===== config.mk =====
export PLATFORM = sky130hd
export DESIGN_NAME = core_top
export DESIGN_NICKNAME = d
export VERILOG_FILES = /design/src/verilog/ctrl_pkg.sv /design/src/verilog/video_pkg.sv /design/src/verilog/bridge_settings.sv /design/src/verilog/control_mapper.sv /design/src/verilog/video_formatter.sv /design/src/verilog/core_top.sv
export VERILOG_INCLUDE_DIRS = /design/src /design/src/verilog
export SDC_FILE = /design/constraint.sdc
export NUM_CORES = 1
export LEC_CHECK = 0
export ABC_AREA = 1
export CAP_MARGIN = 20
export CORE_AREA = 2 2 125 127
export CTS_CLUSTER_SIZE = 25
export DETAILED_ROUTE_END_ITERATION = 16
export DIE_AREA = 0 0 127 129
export DONT_BUFFER_PORTS = 1
export GPL_ROUTABILITY_DRIVEN = 1
export SLEW_MARGIN = 20
export SYNTH_ARGS = -nofsm -noshare
export SYNTH_HDL_FRONTEND = slang
export SYNTH_HIERARCHICAL = 1
export SYNTH_SLANG_ARGS = --single-unit

===== constraint.sdc =====
create_clock -name clk_74a -period 2.1 [get_ports clk_74a]
set_clock_uncertainty 0.15 [all_clocks]
set_input_delay 0.21 -clock clk_74a [delete_from_list [all_inputs] [get_ports clk_74a]]
set_output_delay 0.21 -clock clk_74a [all_outputs]
set_load 0.02 [all_outputs]

===== src/verilog/core_config.svh =====
/*
  core constants: bridge register addresses, the manual reset length,
  the coin pulse length and the analog stick thresholds.
  include wherever one of them is needed.
*/
`ifndef CORE_CONFIG_SVH
`define CORE_CONFIG_SVH

////////////////////
// bridge addresses
////////////////////

`define CFG_ADDR_LIVES      32'h2000_0000
`define CFG_ADDR_DIFFICULTY 32'h3000_0000
`define CFG_ADDR_BONUS      32'h4000_0000
`define CFG_ADDR_DEMO       32'h5000_0000
`define CFG_ADDR_ADAPTER_EN 32'hF200_0000
`define CFG_ADDR_RESET      32'h8000_0000

// adapter byte: 4:0 snac type, 6:5 assignment, 7 screen blank
`define CFG_ADDR_ADAPTER    32'hF700_0000

////////////////////
// timing
////////////////////

// core reset length in clk_74a cycles
`define CORE_RESET_HOLD     64

// coin pulse length after key release
`define COIN_PULSE_CYCLES   16

// stick deadzone edges, centre near 0x7f
`define STICK_LOW           8'h40
`define STICK_HIGH          8'hC0

`endif


===== src/verilog/ctrl_pkg.sv =====
/*
  controller and settings types shared by the settings block, the mapper
  and the testbench. covers adapter pad kinds, player routing codes, the
  manual reset FSM states and the key word bit positions.
*/
`default_nettype none

package ctrl_pkg;

    // adapter controller kind, 5-bit code from the adapter config byte
    typedef enum logic [4:0] {
        snac_none     = 5'h00,
        snac_digital  = 5'h02,
        snac_analog_a = 5'h12,
        snac_analog_b = 5'h13
    } snac_type_t;

    // which adapter pad lands on which player
    typedef enum logic [1:0] {
        snac1_to_p1   = 2'd0,
        snac1_to_p2   = 2'd1,
        both_straight = 2'd2,
        both_swapped  = 2'd3
    } cont_assign_t;

    // manual core reset FSM
    typedef enum logic {
        rst_idle = 1'b0,
        rst_hold = 1'b1
    } reset_state_t;

    // bit positions in the 16-bit key word
    localparam int unsigned key_up_bit    = 0;
    localparam int unsigned key_down_bit  = 1;
    localparam int unsigned key_left_bit  = 2;
    localparam int unsigned key_right_bit = 3;
    localparam int unsigned key_coin_bit  = 14;
    localparam int unsigned key_start_bit = 15;

endpackage

`default_nettype wire


===== src/verilog/video_pkg.sv =====
/*
  pixel colour types for the video path. the core delivers 4 bits per
  channel, the scaler takes 8 bits per channel.
*/
`default_nettype none

package video_pkg;

    // core colour, r in 11:8, g in 7:4, b in 3:0
    typedef logic [11:0] rgb444_t;

    // scaler colour, r in 23:16, g in 15:8, b in 7:0
    typedef logic [23:0] rgb888_t;

endpackage

`default_nettype wire


===== src/verilog/bridge_settings.sv =====
/*
  game and adapter settings written over the bridge, with readback.
  packs the game settings into the dip word and turns each toggle of the
  reset request into a core reset of fixed length.
*/
`timescale 1ns/10ps
`default_nettype none

module bridge_settings (
    input  logic                   clk_74a,
    input  logic                   reset,
    input  logic [31:0]            bridge_addr,
    input  logic                   bridge_rd,
    input  logic                   bridge_wr,
    input  logic [31:0]            bridge_wr_data,
    output logic [31:0]            bridge_rd_data,
    output logic [15:0]            dip_switches,
    output logic                   adapter_en,
    output ctrl_pkg::snac_type_t   snac_type,
    output ctrl_pkg::cont_assign_t cont_assign,
    output logic                   blank_screen,
    output logic                   core_reset
);
    import ctrl_pkg::*;

    `include "core_config.svh"

    localparam int hold_w = $clog2(`CORE_RESET_HOLD);

    logic [1:0]        cs_lives;
    logic [2:0]        cs_difficulty;
    logic [2:0]        cs_bonus;
    logic              cs_demo;
    logic [7:0]        adapter_cfg;
    logic              reset_req;
    logic              reset_req_prev;
    logic [31:0]       rd_mux;
    reset_state_t      rst_state;
    logic [hold_w-1:0] hold_cnt;

    ////////////////////
    // register writes
    ////////////////////

    always_ff @(posedge clk_74a) begin
        if (reset) begin
            cs_lives      <= '0;
            cs_difficulty <= '0;
            cs_bonus      <= '0;
            cs_demo       <= 1'b0;
            adapter_en    <= 1'b0;
            adapter_cfg   <= '0;
            reset_req     <= 1'b0;
        end else if (bridge_wr) begin
            case (bridge_addr)
                `CFG_ADDR_LIVES:      cs_lives      <= bridge_wr_data[1:0];
                `CFG_ADDR_DIFFICULTY: cs_difficulty <= bridge_wr_data[2:0];
                `CFG_ADDR_BONUS:      cs_bonus      <= bridge_wr_data[2:0];
                `CFG_ADDR_DEMO:       cs_demo       <= bridge_wr_data[0];
                `CFG_ADDR_ADAPTER_EN: adapter_en    <= bridge_wr_data[0];
                `CFG_ADDR_ADAPTER:    adapter_cfg   <= bridge_wr_data[7:0];
                // any write here flips the request, data ignored
                `CFG_ADDR_RESET:      reset_req     <= ~reset_req;
                default: ;
            endcase
        end
    end

    // demo sounds on top, lives mid, difficulty and bonus low
    assign dip_switches = {cs_demo, 1'b0, cs_lives, 6'b0, cs_difficulty, cs_bonus};

    // adapter byte split
    assign snac_type    = snac_type_t'(adapter_cfg[4:0]);
    assign cont_assign  = cont_assign_t'(adapter_cfg[6:5]);
    assign blank_screen = adapter_cfg[7];

    ////////////////////
    // read mux
    ////////////////////

    // fields right aligned, reset address reads zero
    always_comb begin
        case (bridge_addr)
            `CFG_ADDR_LIVES:      rd_mux = {30'd0, cs_lives};
            `CFG_ADDR_DIFFICULTY: rd_mux = {29'd0, cs_difficulty};
            `CFG_ADDR_BONUS:      rd_mux = {29'd0, cs_bonus};
            `CFG_ADDR_DEMO:       rd_mux = {31'd0, cs_demo};
            `CFG_ADDR_ADAPTER_EN: rd_mux = {31'd0, adapter_en};
            `CFG_ADDR_ADAPTER:    rd_mux = {24'd0, adapter_cfg};
            default:              rd_mux = 32'd0;
        endcase
    end

    // data only presented while the bus reads
    assign bridge_rd_data = bridge_rd ? rd_mux : 32'd0;

    ////////////////////
    // manual reset
    ////////////////////

    // system reset lands in hold, so the core stays in reset a while after
    always_ff @(posedge clk_74a) begin
        if (reset) begin
            rst_state      <= rst_hold;
            hold_cnt       <= hold_w'(`CORE_RESET_HOLD - 1);
            reset_req_prev <= 1'b0;
        end else begin
            // tracked every cycle so toggles during hold are absorbed
            reset_req_prev <= reset_req;
            case (rst_state)
                rst_idle: begin
                    if (reset_req != reset_req_prev) begin
                        rst_state <= rst_hold;
                        hold_cnt  <= hold_w'(`CORE_RESET_HOLD - 1);
                    end
                end
                rst_hold: begin
                    if (hold_cnt == '0) begin
                        rst_state <= rst_idle;
                    end else begin
                        hold_cnt <= hold_cnt - 1'b1;
                    end
                end
                default: rst_state <= rst_idle;
            endcase
        end
    end

    assign core_reset = (rst_state == rst_hold);

endmodule

`default_nettype wire


===== src/verilog/control_mapper.sv =====
/*
  player control mapping. picks pocket keys or adapter pads, converts
  analog sticks to d-pad bits and routes pads by the assignment code.
  also stretches the release of p1's coin key into a long pulse.
*/
`timescale 1ns/10ps
`default_nettype none

module control_mapper (
    input  logic                   clk_74a,
    input  logic                   reset,
    input  logic [15:0]            cont1_key,
    input  logic [15:0]            cont2_key,
    input  logic [15:0]            snac_p1_btn,
    input  logic [15:0]            snac_p2_btn,
    input  logic [31:0]            snac_p1_joy,
    input  logic [31:0]            snac_p2_joy,
    input  logic                   adapter_en,
    input  ctrl_pkg::snac_type_t   snac_type,
    input  ctrl_pkg::cont_assign_t cont_assign,
    output logic [15:0]            p1_controls,
    output logic [15:0]            p2_controls,
    output logic                   coin_pulse
);
    import ctrl_pkg::*;

    `include "core_config.svh"

    localparam int coin_w = $clog2(`COIN_PULSE_CYCLES + 1);

    logic              snac_is_analog;
    logic              snac_active;
    logic [15:0]       pad1;
    logic [15:0]       pad2;
    logic [15:0]       p1_next;
    logic [15:0]       p2_next;
    logic              coin_prev;
    logic [coin_w-1:0] coin_cnt;

    // analog pads: left stick overrides the d-pad bits
    // y in 15:8, x in 7:0, small is up/left
    function automatic logic [15:0] pad_dpad(
        input logic [15:0] btn,
        input logic [31:0] joy,
        input logic        analog
    );
        logic [15:0] pad;
        pad = btn;
        if (analog) begin
            pad[key_up_bit]    = (joy[15:8] < `STICK_LOW);
            pad[key_down_bit]  = (joy[15:8] > `STICK_HIGH);
            pad[key_left_bit]  = (joy[7:0] < `STICK_LOW);
            pad[key_right_bit] = (joy[7:0] > `STICK_HIGH);
        end
        return pad;
    endfunction

    assign snac_is_analog = (snac_type == snac_analog_a) || (snac_type == snac_analog_b);
    assign snac_active    = adapter_en && (snac_type != snac_none);

    assign pad1 = pad_dpad(snac_p1_btn, snac_p1_joy, snac_is_analog);
    assign pad2 = pad_dpad(snac_p2_btn, snac_p2_joy, snac_is_analog);

    ////////////////////
    // player routing
    ////////////////////

    always_comb begin
        p1_next = cont1_key;
        p2_next = cont2_key;
        if (snac_active) begin
            case (cont_assign)
                snac1_to_p1: begin
                    p1_next = pad1;
                    p2_next = cont1_key;
                end
                snac1_to_p2: begin
                    // p2 sees the raw pad buttons, no stick override
                    p1_next = cont1_key;
                    p2_next = snac_p1_btn;
                end
                both_straight: begin
                    p1_next = pad1;
                    p2_next = pad2;
                end
                both_swapped: begin
                    p1_next = pad2;
                    p2_next = pad1;
                end
                default: ;
            endcase
        end
    end

    always_ff @(posedge clk_74a) begin
        if (reset) begin
            p1_controls <= '0;
            p2_controls <= '0;
        end else begin
            p1_controls <= p1_next;
            p2_controls <= p2_next;
        end
    end

    ////////////////////
    // coin stretcher
    ////////////////////

    // release loads the counter, pulse while nonzero
    always_ff @(posedge clk_74a) begin
        if (reset) begin
            coin_prev <= 1'b0;
            coin_cnt  <= '0;
        end else begin
            coin_prev <= p1_controls[key_coin_bit];
            if (coin_cnt != '0) begin
                coin_cnt <= coin_cnt - 1'b1;
            end else if (coin_prev && !p1_controls[key_coin_bit]) begin
                coin_cnt <= coin_w'(`COIN_PULSE_CYCLES);
            end
        end
    end

    assign coin_pulse = (coin_cnt != '0);

endmodule

`default_nettype wire


===== src/verilog/video_formatter.sv =====
/*
  video output stage. expands 4-bit channels to 8 bits, derives data
  enable from the blanks, turns sync rises into one-cycle pulses and
  blanks the picture when the adapter asks for it.
*/
`timescale 1ns/10ps
`default_nettype none

module video_formatter (
    input  logic                clk_74a,
    input  logic                reset,
    input  video_pkg::rgb444_t  core_rgb,
    input  logic                hblank_in,
    input  logic                vblank_in,
    input  logic                hs_in,
    input  logic                vs_in,
    input  logic                blank_screen,
    input  logic                adapter_en,
    output video_pkg::rgb888_t  video_rgb,
    output logic                video_de,
    output logic                video_hs,
    output logic                video_vs
);
    import video_pkg::*;

    rgb888_t    rgb_wide;
    logic       pix_blank;
    logic       force_black;
    logic [1:0] sync_prev;

    // nibble duplication, 0xf maps to 0xff
    assign rgb_wide = {{2{core_rgb[11:8]}}, {2{core_rgb[7:4]}}, {2{core_rgb[3:0]}}};

    assign pix_blank   = hblank_in | vblank_in;
    assign force_black = blank_screen & adapter_en;

    // colour path
    always_ff @(posedge clk_74a) begin
        if (pix_blank || force_black) begin
            video_rgb <= '0;
        end else begin
            video_rgb <= rgb_wide;
        end
    end

    ////////////////////
    // de and sync
    ////////////////////

    // de ignores screen blank, the scaler still needs the frame shape
    // vs in bit 1, hs in bit 0
    always_ff @(posedge clk_74a) begin
        if (reset) begin
            video_de  <= 1'b0;
            video_hs  <= 1'b0;
            video_vs  <= 1'b0;
            sync_prev <= '0;
        end else begin
            video_de               <= ~pix_blank;
            {video_vs, video_hs}   <= {vs_in, hs_in} & ~sync_prev;
            sync_prev              <= {vs_in, hs_in};
        end
    end

endmodule

`default_nettype wire


===== src/verilog/core_top.sv =====
/*
  top level of the settings, controls and video path. the bridge settings
  feed the control mapper and the video formatter, all on clk_74a.
*/
`timescale 1ns/10ps
`default_nettype none

module core_top (
    input  logic               clk_74a,
    input  logic               reset,

    // bridge
    input  logic [31:0]        bridge_addr,
    input  logic               bridge_rd,
    input  logic               bridge_wr,
    input  logic [31:0]        bridge_wr_data,
    output logic [31:0]        bridge_rd_data,

    // game settings and core reset
    output logic [15:0]        dip_switches,
    output logic               core_reset,

    // controllers
    input  logic [15:0]        cont1_key,
    input  logic [15:0]        cont2_key,
    input  logic [15:0]        snac_p1_btn,
    input  logic [15:0]        snac_p2_btn,
    input  logic [31:0]        snac_p1_joy,
    input  logic [31:0]        snac_p2_joy,
    output logic [15:0]        p1_controls,
    output logic [15:0]        p2_controls,
    output logic               coin_pulse,

    // video
    input  video_pkg::rgb444_t core_rgb,
    input  logic               hblank_in,
    input  logic               vblank_in,
    input  logic               hs_in,
    input  logic               vs_in,
    output video_pkg::rgb888_t video_rgb,
    output logic               video_de,
    output logic               video_hs,
    output logic               video_vs
);
    import ctrl_pkg::*;

    // adapter config from the settings block
    logic         adapter_en;
    snac_type_t   snac_type;
    cont_assign_t cont_assign;
    logic         blank_screen;

    bridge_settings u_bridge_settings (
        .clk_74a        (clk_74a),
        .reset          (reset),
        .bridge_addr    (bridge_addr),
        .bridge_rd      (bridge_rd),
        .bridge_wr      (bridge_wr),
        .bridge_wr_data (bridge_wr_data),
        .bridge_rd_data (bridge_rd_data),
        .dip_switches   (dip_switches),
        .adapter_en     (adapter_en),
        .snac_type      (snac_type),
        .cont_assign    (cont_assign),
        .blank_screen   (blank_screen),
        .core_reset     (core_reset)
    );

    control_mapper u_control_mapper (
        .clk_74a     (clk_74a),
        .reset       (reset),
        .cont1_key   (cont1_key),
        .cont2_key   (cont2_key),
        .snac_p1_btn (snac_p1_btn),
        .snac_p2_btn (snac_p2_btn),
        .snac_p1_joy (snac_p1_joy),
        .snac_p2_joy (snac_p2_joy),
        .adapter_en  (adapter_en),
        .snac_type   (snac_type),
        .cont_assign (cont_assign),
        .p1_controls (p1_controls),
        .p2_controls (p2_controls),
        .coin_pulse  (coin_pulse)
    );

    video_formatter u_video_formatter (
        .clk_74a      (clk_74a),
        .reset        (reset),
        .core_rgb     (core_rgb),
        .hblank_in    (hblank_in),
        .vblank_in    (vblank_in),
        .hs_in        (hs_in),
        .vs_in        (vs_in),
        .blank_screen (blank_screen),
        .adapter_en   (adapter_en),
        .video_rgb    (video_rgb),
        .video_de     (video_de),
        .video_hs     (video_hs),
        .video_vs     (video_vs)
    );

endmodule

`default_nettype wire


==> impl_metrics.csv, run 1 <==
group,metric,value,unit
timing,period_share,0.8674,
floorplan,die_y,129,um
clock_tree,clkLatencyLatePin,0.34,ns
clock_tree,cts_setup_buffers,0,
timing,max_slew_margin,0.6509,
synthesis,yosysWarnings,6,
synthesis,syn_avg_cell_area,6.787,um^2
clock_tree,clk_pin_slew,0.07,ns
status,violations,"design-rule violations",
route,via_per_inst,4.822,
floorplan,die_w,127,um
power_and_ir_drop,ir_drop,0.3463,mV
finish,diodes,0,
critical_path,crit_path_end_kind,"output pin",
route,ant_nets,0,
finish,final_nets,960,
synthesis,ys_ff_latch,82,
synthesis,yosysUniqueCellTypes,40,
power_and_ir_drop,power_density,686.6,nW/um^2
status,status,"finished, violations left",
route,num_vias,4528,
finish,final_cells,939,
timing,tns,0,ns
timing,worstMarginPinSlew,0.5217,ns
synthesis,synth_area,4588,um^2
clock_tree,ctsLongestPathBuffers,2,
floorplan,core,14980,um^2
clock_tree,htreeDepth,3,
route,totalWireLength,14.41,mm
place,gp_congestion,0.8903,
route,dr.pass1.iters,11,
run,maxCapViolCount,0,
global_routing,grt_max_degree,46,
finish,drive_above_1_share,0.1079,
finish,syn_to_final_growth,23.92,%
critical_path,cp-start-kind,"register",
floorplan,start_util,0.3063,
route,drc_errors,1,
hold_path,hold_path_class,"in2reg",
timing,fin_crit,1.822,ns
timing,fmax,549.0,MHz
finish,fillers,1521,
global_routing,grt_pass1_wl,21.86,mm
route,drtIter0Drc,326,
synthesis,seq_area_frac_synth,0.3578,
place,place.port_buffers,0,
timing,rsz0062_at_grt,"false",
timing,setup_viol,0,
global_routing,grt_usage,0.1699,
place,placed_cells,841,
timing,slew_violations,0,
critical_path,worstPathRequired,1.74,ns
critical_path,cp_max_fo,14,
global_routing,grt_pass1_vias,4386,
clock_tree,cts_tree,"done",
global_routing,antenna_found_initial,0,
timing,hold_viol_final,0,
clock_tree,numCtsBuffers,9,
floorplan,dieArea,16380,um^2
clock_tree,cts.sinks,82,
critical_path,crit_arrival,1.46,ns
power_and_ir_drop,power,3903,uW
route,wl_per_cell,15.35,um
clock_tree,root_buffer,"clkbuf_16",
synthesis,netlist_instances,676,
place,dp_hpwl,9.991,mm
global_routing,grt-ovfl-total,0,
floorplan,top_level_ports,321,
power_and_ir_drop,leakage,0.002485,uW
floorplan,num_rows,45,
critical_path,worst-setup-path-type,"reg2out",
[cell type report]
| class | count | area [um^2] | area share |
|---|---|---|---|
| Clock buffer | 10 | 239.0 | 0.04203 |
| Clock inverter | 6 | 66.31 | 0.01166 |
| Inverter | 61 | 239.0 | 0.04203 |
| Multi-Input combinational cell | 499 | 2351 | 0.4135 |
| Sequential cell | 82 | 1642 | 0.2887 |
| Tap cell | 188 | 235.2 | 0.04137 |
| Timing Repair Buffer | 93 | 913.4 | 0.1607 |
[worst paths after layout]
path                                                               startpoint                                    endpoint  slack (ns)  cells past startpoint
worst min-delay path                                                bridge_wr  u_bridge_settings/cs_bonus[1]$_SDFFE_PP0P_        0.03                      3
worst max-delay path            u_bridge_settings/adapter_cfg[5]$_SDFFE_PP0P_                           bridge_rd_data[5]        0.28                      4
worst min register to register      u_video_formatter/sync_prev[1]$_SDFF_PP0_       u_video_formatter/video_vs$_SDFF_PP0_        0.24                      1
worst max register to register  u_bridge_settings/adapter_cfg[5]$_SDFFE_PP0P_  u_control_mapper/p2_controls[6]$_SDFF_PP0_        0.31                      5
[registers in the layout, indices dropped and copies added, names as in the netlist]
name	cells
u_bridge_settings/cs_lives	2
u_bridge_settings/adapter_en	1
u_video_formatter/video_de	1
u_control_mapper/coin_prev	1
u_bridge_settings/cs_bonus	3
u_video_formatter/video_vs	1
u_control_mapper/p1_controls	16
u_bridge_settings/adapter_cfg	8
u_control_mapper/coin_cnt	5
u_bridge_settings/cs_difficulty	3
u_bridge_settings/reset_req_prev	1
u_video_formatter/video_hs	1
u_bridge_settings/hold_cnt	6
u_control_mapper/p2_controls	16
u_bridge_settings/core_reset	1
u_video_formatter/sync_prev	2
u_video_formatter/video_rgb	12
u_bridge_settings/cs_demo	1
u_bridge_settings/reset_req	1
[power by group]
group | internal, uW | switching (uW)
registers | 1640 | 115
clock network | 955 | 651
logic | 237 | 308
total | 2830 | 1070
[stage by stage]
step	setup WS (ns)	instance area (um^2)	utilization	hold WS (ns)
after floorplan	0.4968	4701	-	0.1311
after global placement	0.3354	4549	0.3038	0.1314
after detailed placement	0.3252	4549	0.3038	0.1293
after CTS	0.2440	5685	0.3796	0.003289
after global routing	0.1103	5685	0.3796	0.01178
final	0.2785	5685	0.3796	0.02667
[layout by cell type (no fill, tap or decap), types with 3 or more instances in the layout]
cell type / synthesis / layout
nand2_1: 165 / 165
nor2_1: 110 / 110
dfxtp_1: 82 / 82
dlygate4sd3_1: 0 / 81
inv_1: 52 / 52
o21ai_0: 48 / 48
conb_1: 1 / 31
nand3_1: 27 / 27
a21oi_1: 22 / 22
nor2_2: 18 / 18
buf_4: 46 / 11
clkbuf_16: 0 / 9
nor3_1: 9 / 9
a22oi_1: 9 / 9
a31oi_1: 9 / 9
nand2_2: 8 / 8
nor2_4: 7 / 7
inv_2: 5 / 5
clkinv_4: 1 / 4
xnor2_1: 4 / 4
a21oi_2: 4 / 4
o21ai_1: 4 / 4
nand2_4: 3 / 3
a41oi_1: 3 / 3
[layer usage]
layer	global-route usage	share of wire	vias up
met3	0.07027	0.11	28
met1	0.1868	0.39	1984
li1	-	-	2210
met4	0.06464	0.020	0
met5	0	0	-
met2	0.2944	0.48	306
[cell usage after synthesis]
master / n / area [um^2]
a22o_1: 2 / 17.52
nand3b_1: 2 / 15.01
a21oi_1: 22 / 110.1
clkbuf_1: 5 / 18.77
conb_1: 1 / 3.750
o211ai_1: 2 / 15.01
a31oi_1: 9 / 56.30
nand4_1: 2 / 12.51
buf_2: 5 / 25.02
a41oi_1: 3 / 26.28
nor3_1: 9 / 45.04
and2_1: 1 / 6.260
dfxtp_1: 82 / 1642
or2_2: 2 / 12.51
nor2_2: 18 / 112.6
nor3_2: 2 / 20.02
o32ai_1: 1 / 8.760
xnor2_1: 4 / 35.03
nand3_1: 27 / 135.1
inv_1: 52 / 195.2
ha_1: 2 / 25.02
buf_6: 6 / 67.56
nand2_4: 3 / 33.78
clkinv_4: 1 / 8.760
o21ai_1: 4 / 20.02
inv_4: 2 / 12.51
inv_2: 5 / 18.77
a21oi_2: 4 / 35.03
a22oi_1: 9 / 67.56
nor2_4: 7 / 78.83
nand2_1: 165 / 619.3
o21ai_4: 1 / 16.27
buf_4: 46 / 345.3
nor3b_1: 1 / 7.510
clkinv_1: 1 / 3.750
nor2_1: 110 / 412.9
dlygate4sd1_1: 1 / 8.760
buf_1: 1 / 3.750
nand2_2: 8 / 50.05
o21ai_0: 48 / 240.2
[logic make-up (layout without fill, tap and decap cells)]
family	after synthesis	count (layout)	share of synthesized area
AND/OR/NAND/NOR	357	357	0.3403
buffers and inverters	125	170	0.1543
AO/OA/AOI/OAI	105	105	0.1336
flip-flops	82	82	0.3578
XOR/XNOR	4	4	0.007635
adder cells (fa/ha/maj)	2	2	0.005453
other	1	31	0.0008173
[worst max-delay path, cell delays in order (launching register included)]
cell and delay, ns:
dfxtp_1 0.50, buf_4 0.29, nand2_1 0.07, nor2_1 0.10
buf_4 0.16
[timing repair]
| item | in CTS | in global routing |
|---|---|---|
| hold buffers | 82 | 0 |
| resized for setup | 0 | 0 |
| hold endpoints to repair | 74 | 0 |
No activity file was read; power rests on OpenSTA's default activity.
==> inputs of run 2 (changes only) <==
--- a/config.mk
+++ b/config.mk
@@ -14,8 +14,8 @@
 export DIE_AREA = 0 0 127 129
 export DONT_BUFFER_PORTS = 1
 export GPL_ROUTABILITY_DRIVEN = 1
+export PLACE_DENSITY_LB_ADDON = 0.3
 export SLEW_MARGIN = 20
 export SYNTH_ARGS = -nofsm -noshare
 export SYNTH_HDL_FRONTEND = slang
-export SYNTH_HIERARCHICAL = 1
 export SYNTH_SLANG_ARGS = --single-unit
==> impl_metrics.csv, run 2 <==
group,metric,value,unit
status,status,"completed",
finish,final_nets,924,
timing,rsz0062_at_grt,"true",
global_routing,grt_usage,0.1691,
critical_path,r2r-start,"u_bridge_settings.adapter_cfg[2]$_SDFFE_PP0P_",
clock_tree,ctsLongestPathBuffers,2,
floorplan,core,14980,um^2
floorplan,start_util,0.2891,
timing,setup_viol,0,
floorplan,num_rows,45,
global_routing,grt_pass1_wl,21.41,mm
synthesis,synth_xor_area_frac,0.008090,
finish,layout_commonest_cell,"nand2_1",
synthesis,ys_top_cells_by_area,"dfxtp_1 (38%), nand2_1 (13%), nor2_1 (8.0%)",
synthesis,synth-simple-area-share,0.3112,
synthesis,async_reset_ff_frac,0,
finish,post-route-util,0.3755,
synthesis,synth_area,4330,um^2
floorplan,dieArea,16380,um^2
global_routing,grt_pass1_vias,4126,
clock_tree,clk_pin_slew,0.07,ns
critical_path,rrSetupSlack,0.10,ns
floorplan,die_y,129,um
critical_path,critPathMaxStageDelay,0.57,ns
run,maxCapViolCount,0,
timing,slew_violations,0,
synthesis,synth_compound_area_frac,0.1537,
synthesis,synth.most_common_cell,"nand2_1",
timing,fmax,500.7,MHz
clock_tree,numCtsBuffers,9,
power_and_ir_drop,ir_drop,0.3578,mV
route,drtIter0Drc,212,
synthesis,synth_top_area_cell,"dfxtp_1",
finish,reg_top3,"u_control_mapper.p1_controls (16), u_control_mapper.p2_controls (16), u_video_formatter.video_rgb (12)",
global_routing,antenna_found_initial,1,
critical_path,crit_buf_inv,3,
clock_tree,cts_tree,"done",
hold_path,hold_path_class,"in2reg",
clock_tree,cts.sinks,82,
finish,drive_above_1_share,0.1091,
critical_path,cp-start-kind,"register",
place,placed_area,4408,um^2
timing,max_slew_margin,0.6249,
clock_tree,htreeDepth,3,
floorplan,top_level_ports,321,
hold_path,worstHoldPathCells,4,
synthesis,synth_common_cells,"nand2_1 (147), nor2_1 (92), dfxtp_1 (82)",
critical_path,reg2reg_depth,8,
hold_path,min-delay-start,"cont1_key[2]",
place,gp_congestion,0.7841,
synthesis,synth_adder_area_share,0.005779,
critical_path,cp_max_fo,12,
critical_path,crit_chain,"nor2_4, nand3_1, nand2_1, inv_4, buf_4, o21ai_1, a41oi_1, dlygate4sd3_1",
timing,tns,0,ns
critical_path,reg2reg_to,"u_control_mapper.p2_controls[12]$_SDFF_PP0_",
global_routing,grt_max_degree,37,
synthesis,synthMuxAreaShare,0,
synthesis,seq_area_frac_synth,0.3791,
synthesis,yosysUniqueCellTypes,37,
route,dr.pass1.iters,5,
clock_tree,root_buffer,"clkbuf_16",
clock_tree,clkLatencyLatePin,0.34,ns
finish,mostFrequentLayoutCells,"nand2_1 (146), nor2_1 (91), dlygate4sd3_1 (82)",
finish,syn_to_final_growth,29.88,%
timing,fin_crit,1.997,ns
finish,diodes,0,
route,num_vias,4355,
place,place.port_buffers,0,
critical_path,worstPathRequired,2.23,ns
timing,worstMarginPinSlew,0.5621,ns
critical_path,crit_arrival,2.13,ns
hold_path,holdPathEnd,"u_control_mapper.p2_controls[2]$_SDFF_PP0_",
route,ant_nets,0,
synthesis,synth-edff-count,0,
critical_path,crit_path_end_kind,"register",
synthesis,ys_ff_latch,82,
synthesis,ys.flop_type,"dfxtp_1",
synthesis,yosys.area.top_type_share,0.3791,
timing,period_share,0.9510,
critical_path,worst-setup-path-type,"reg2reg",
critical_path,crit_path_top_delay_cell,"dlygate4sd3_1",
route,via_per_inst,4.823,
route,drc_errors,0,
critical_path,cp_top_family,"buffers and inverters",
finish,fillers,1556,
synthesis,netlist_instances,631,
global_routing,grt-ovfl-total,0,
timing,hold_viol_final,0,
route,totalWireLength,14.40,mm
floorplan,die_w,127,um
route,wl_per_cell,15.95,um
synthesis,synth_top_family_by_area,"simple AND/OR/NAND/NOR gates",
synthesis,yosysWarnings,0,
power_and_ir_drop,power,4042,uW
finish,stdcell_area,5624,um^2
place,dp_hpwl,10.04,mm
power_and_ir_drop,power_density,718.7,nW/um^2
power_and_ir_drop,leakage,0.002405,uW
synthesis,syn_avg_cell_area,6.863,um^2
-- run 2: logic make-up (layout without fill, tap and decap cells) --
family	count (synthesis)	after routing
buffers and inverters	114	168
adder cells (fa/ha/maj)	2	2
other	1	31
AO/OA/AOI/OAI	115	115
AND/OR/NAND/NOR	313	313
flip-flops	82	82
XOR/XNOR	4	4
-- run 2: how the worst max path moves through the flow --
stage,from,to,slack (ns),depth (start not counted)
global route,u_bridge_settings.adapter_cfg[2]$_SDFFE_PP0P_,u_control_mapper.p2_controls[4]$_SDFF_PP0_,-0.006,8
floorplan,bridge_addr[16],bridge_rd_data[4],0.27,8
detailed placement,bridge_addr[5],bridge_rd_data[7],0.16,8
CTS,u_bridge_settings.adapter_cfg[2]$_SDFFE_PP0P_,u_control_mapper.p2_controls[4]$_SDFF_PP0_,0.02,8
finish,u_bridge_settings.adapter_cfg[2]$_SDFFE_PP0P_,u_control_mapper.p2_controls[12]$_SDFF_PP0_,0.10,8
global placement,bridge_addr[7],bridge_rd_data[7],0.17,8
-- run 2: worst register-to-register path: stages (launching register included) --
cell	delay, ns
dfxtp_1	0.42
nor2_4	0.05
nand3_1	0.07
nand2_1	0.10
inv_4	0.15
buf_4	0.19
o21ai_1	0.07
a41oi_1	0.17
dlygate4sd3_1	0.57
-- run 2: power breakdown --
part	switching, uW	total (uW)	internal, uW	leakage [uW]
sequential	116	1750	1640	0.000677
combinational	292	529	237	0.00157
clock	683	1760	1080	0.000155
-- run 2: area by class of cell --
type	count	area, um^2	share of cell area
multi-input cells	465	2210	0.3929
inverters	47	180.2	0.03204
well taps	188	235.2	0.04182
clock inverters	6	88.84	0.01580
flip-flops and latches	82	1647	0.2928
clock buffers	10	239.0	0.04249
repair buffers	105	1025	0.1822
-- run 2: timing repair --
item / 4_1_cts / 5_1_grt
hold buffers: 83 / 0
gates resized for setup: 0 / 16
setup buffers: 0 / 0
setup endpoints to repair: 0 / 8
endpoints found under the hold margin: 75 / 0
-- run 2: metal layers --
metal / vias up / global-route usage / share of wire
li1: 2141 / - / -
met1: 1976 / 0.1961 / 0.41
met2: 205 / 0.2897 / 0.48
met3: 31 / 0.05198 / 0.075
met4: 2 / 0.07304 / 0.025
met5: - / 0 / 0.00090
-- run 2: through the flow --
step	setup WS [ns]	instances	hold WS [ns]
2_1_floorplan	0.2728	661	0.1368
3_3_place_gp	0.1737	804	0.1371
3_5_place_dp	0.1605	804	0.1377
4_1_cts	0.01674	903	0.006434
5_1_grt	-0.006179	903	0.02382
6_report	0.1029	903	0.02402
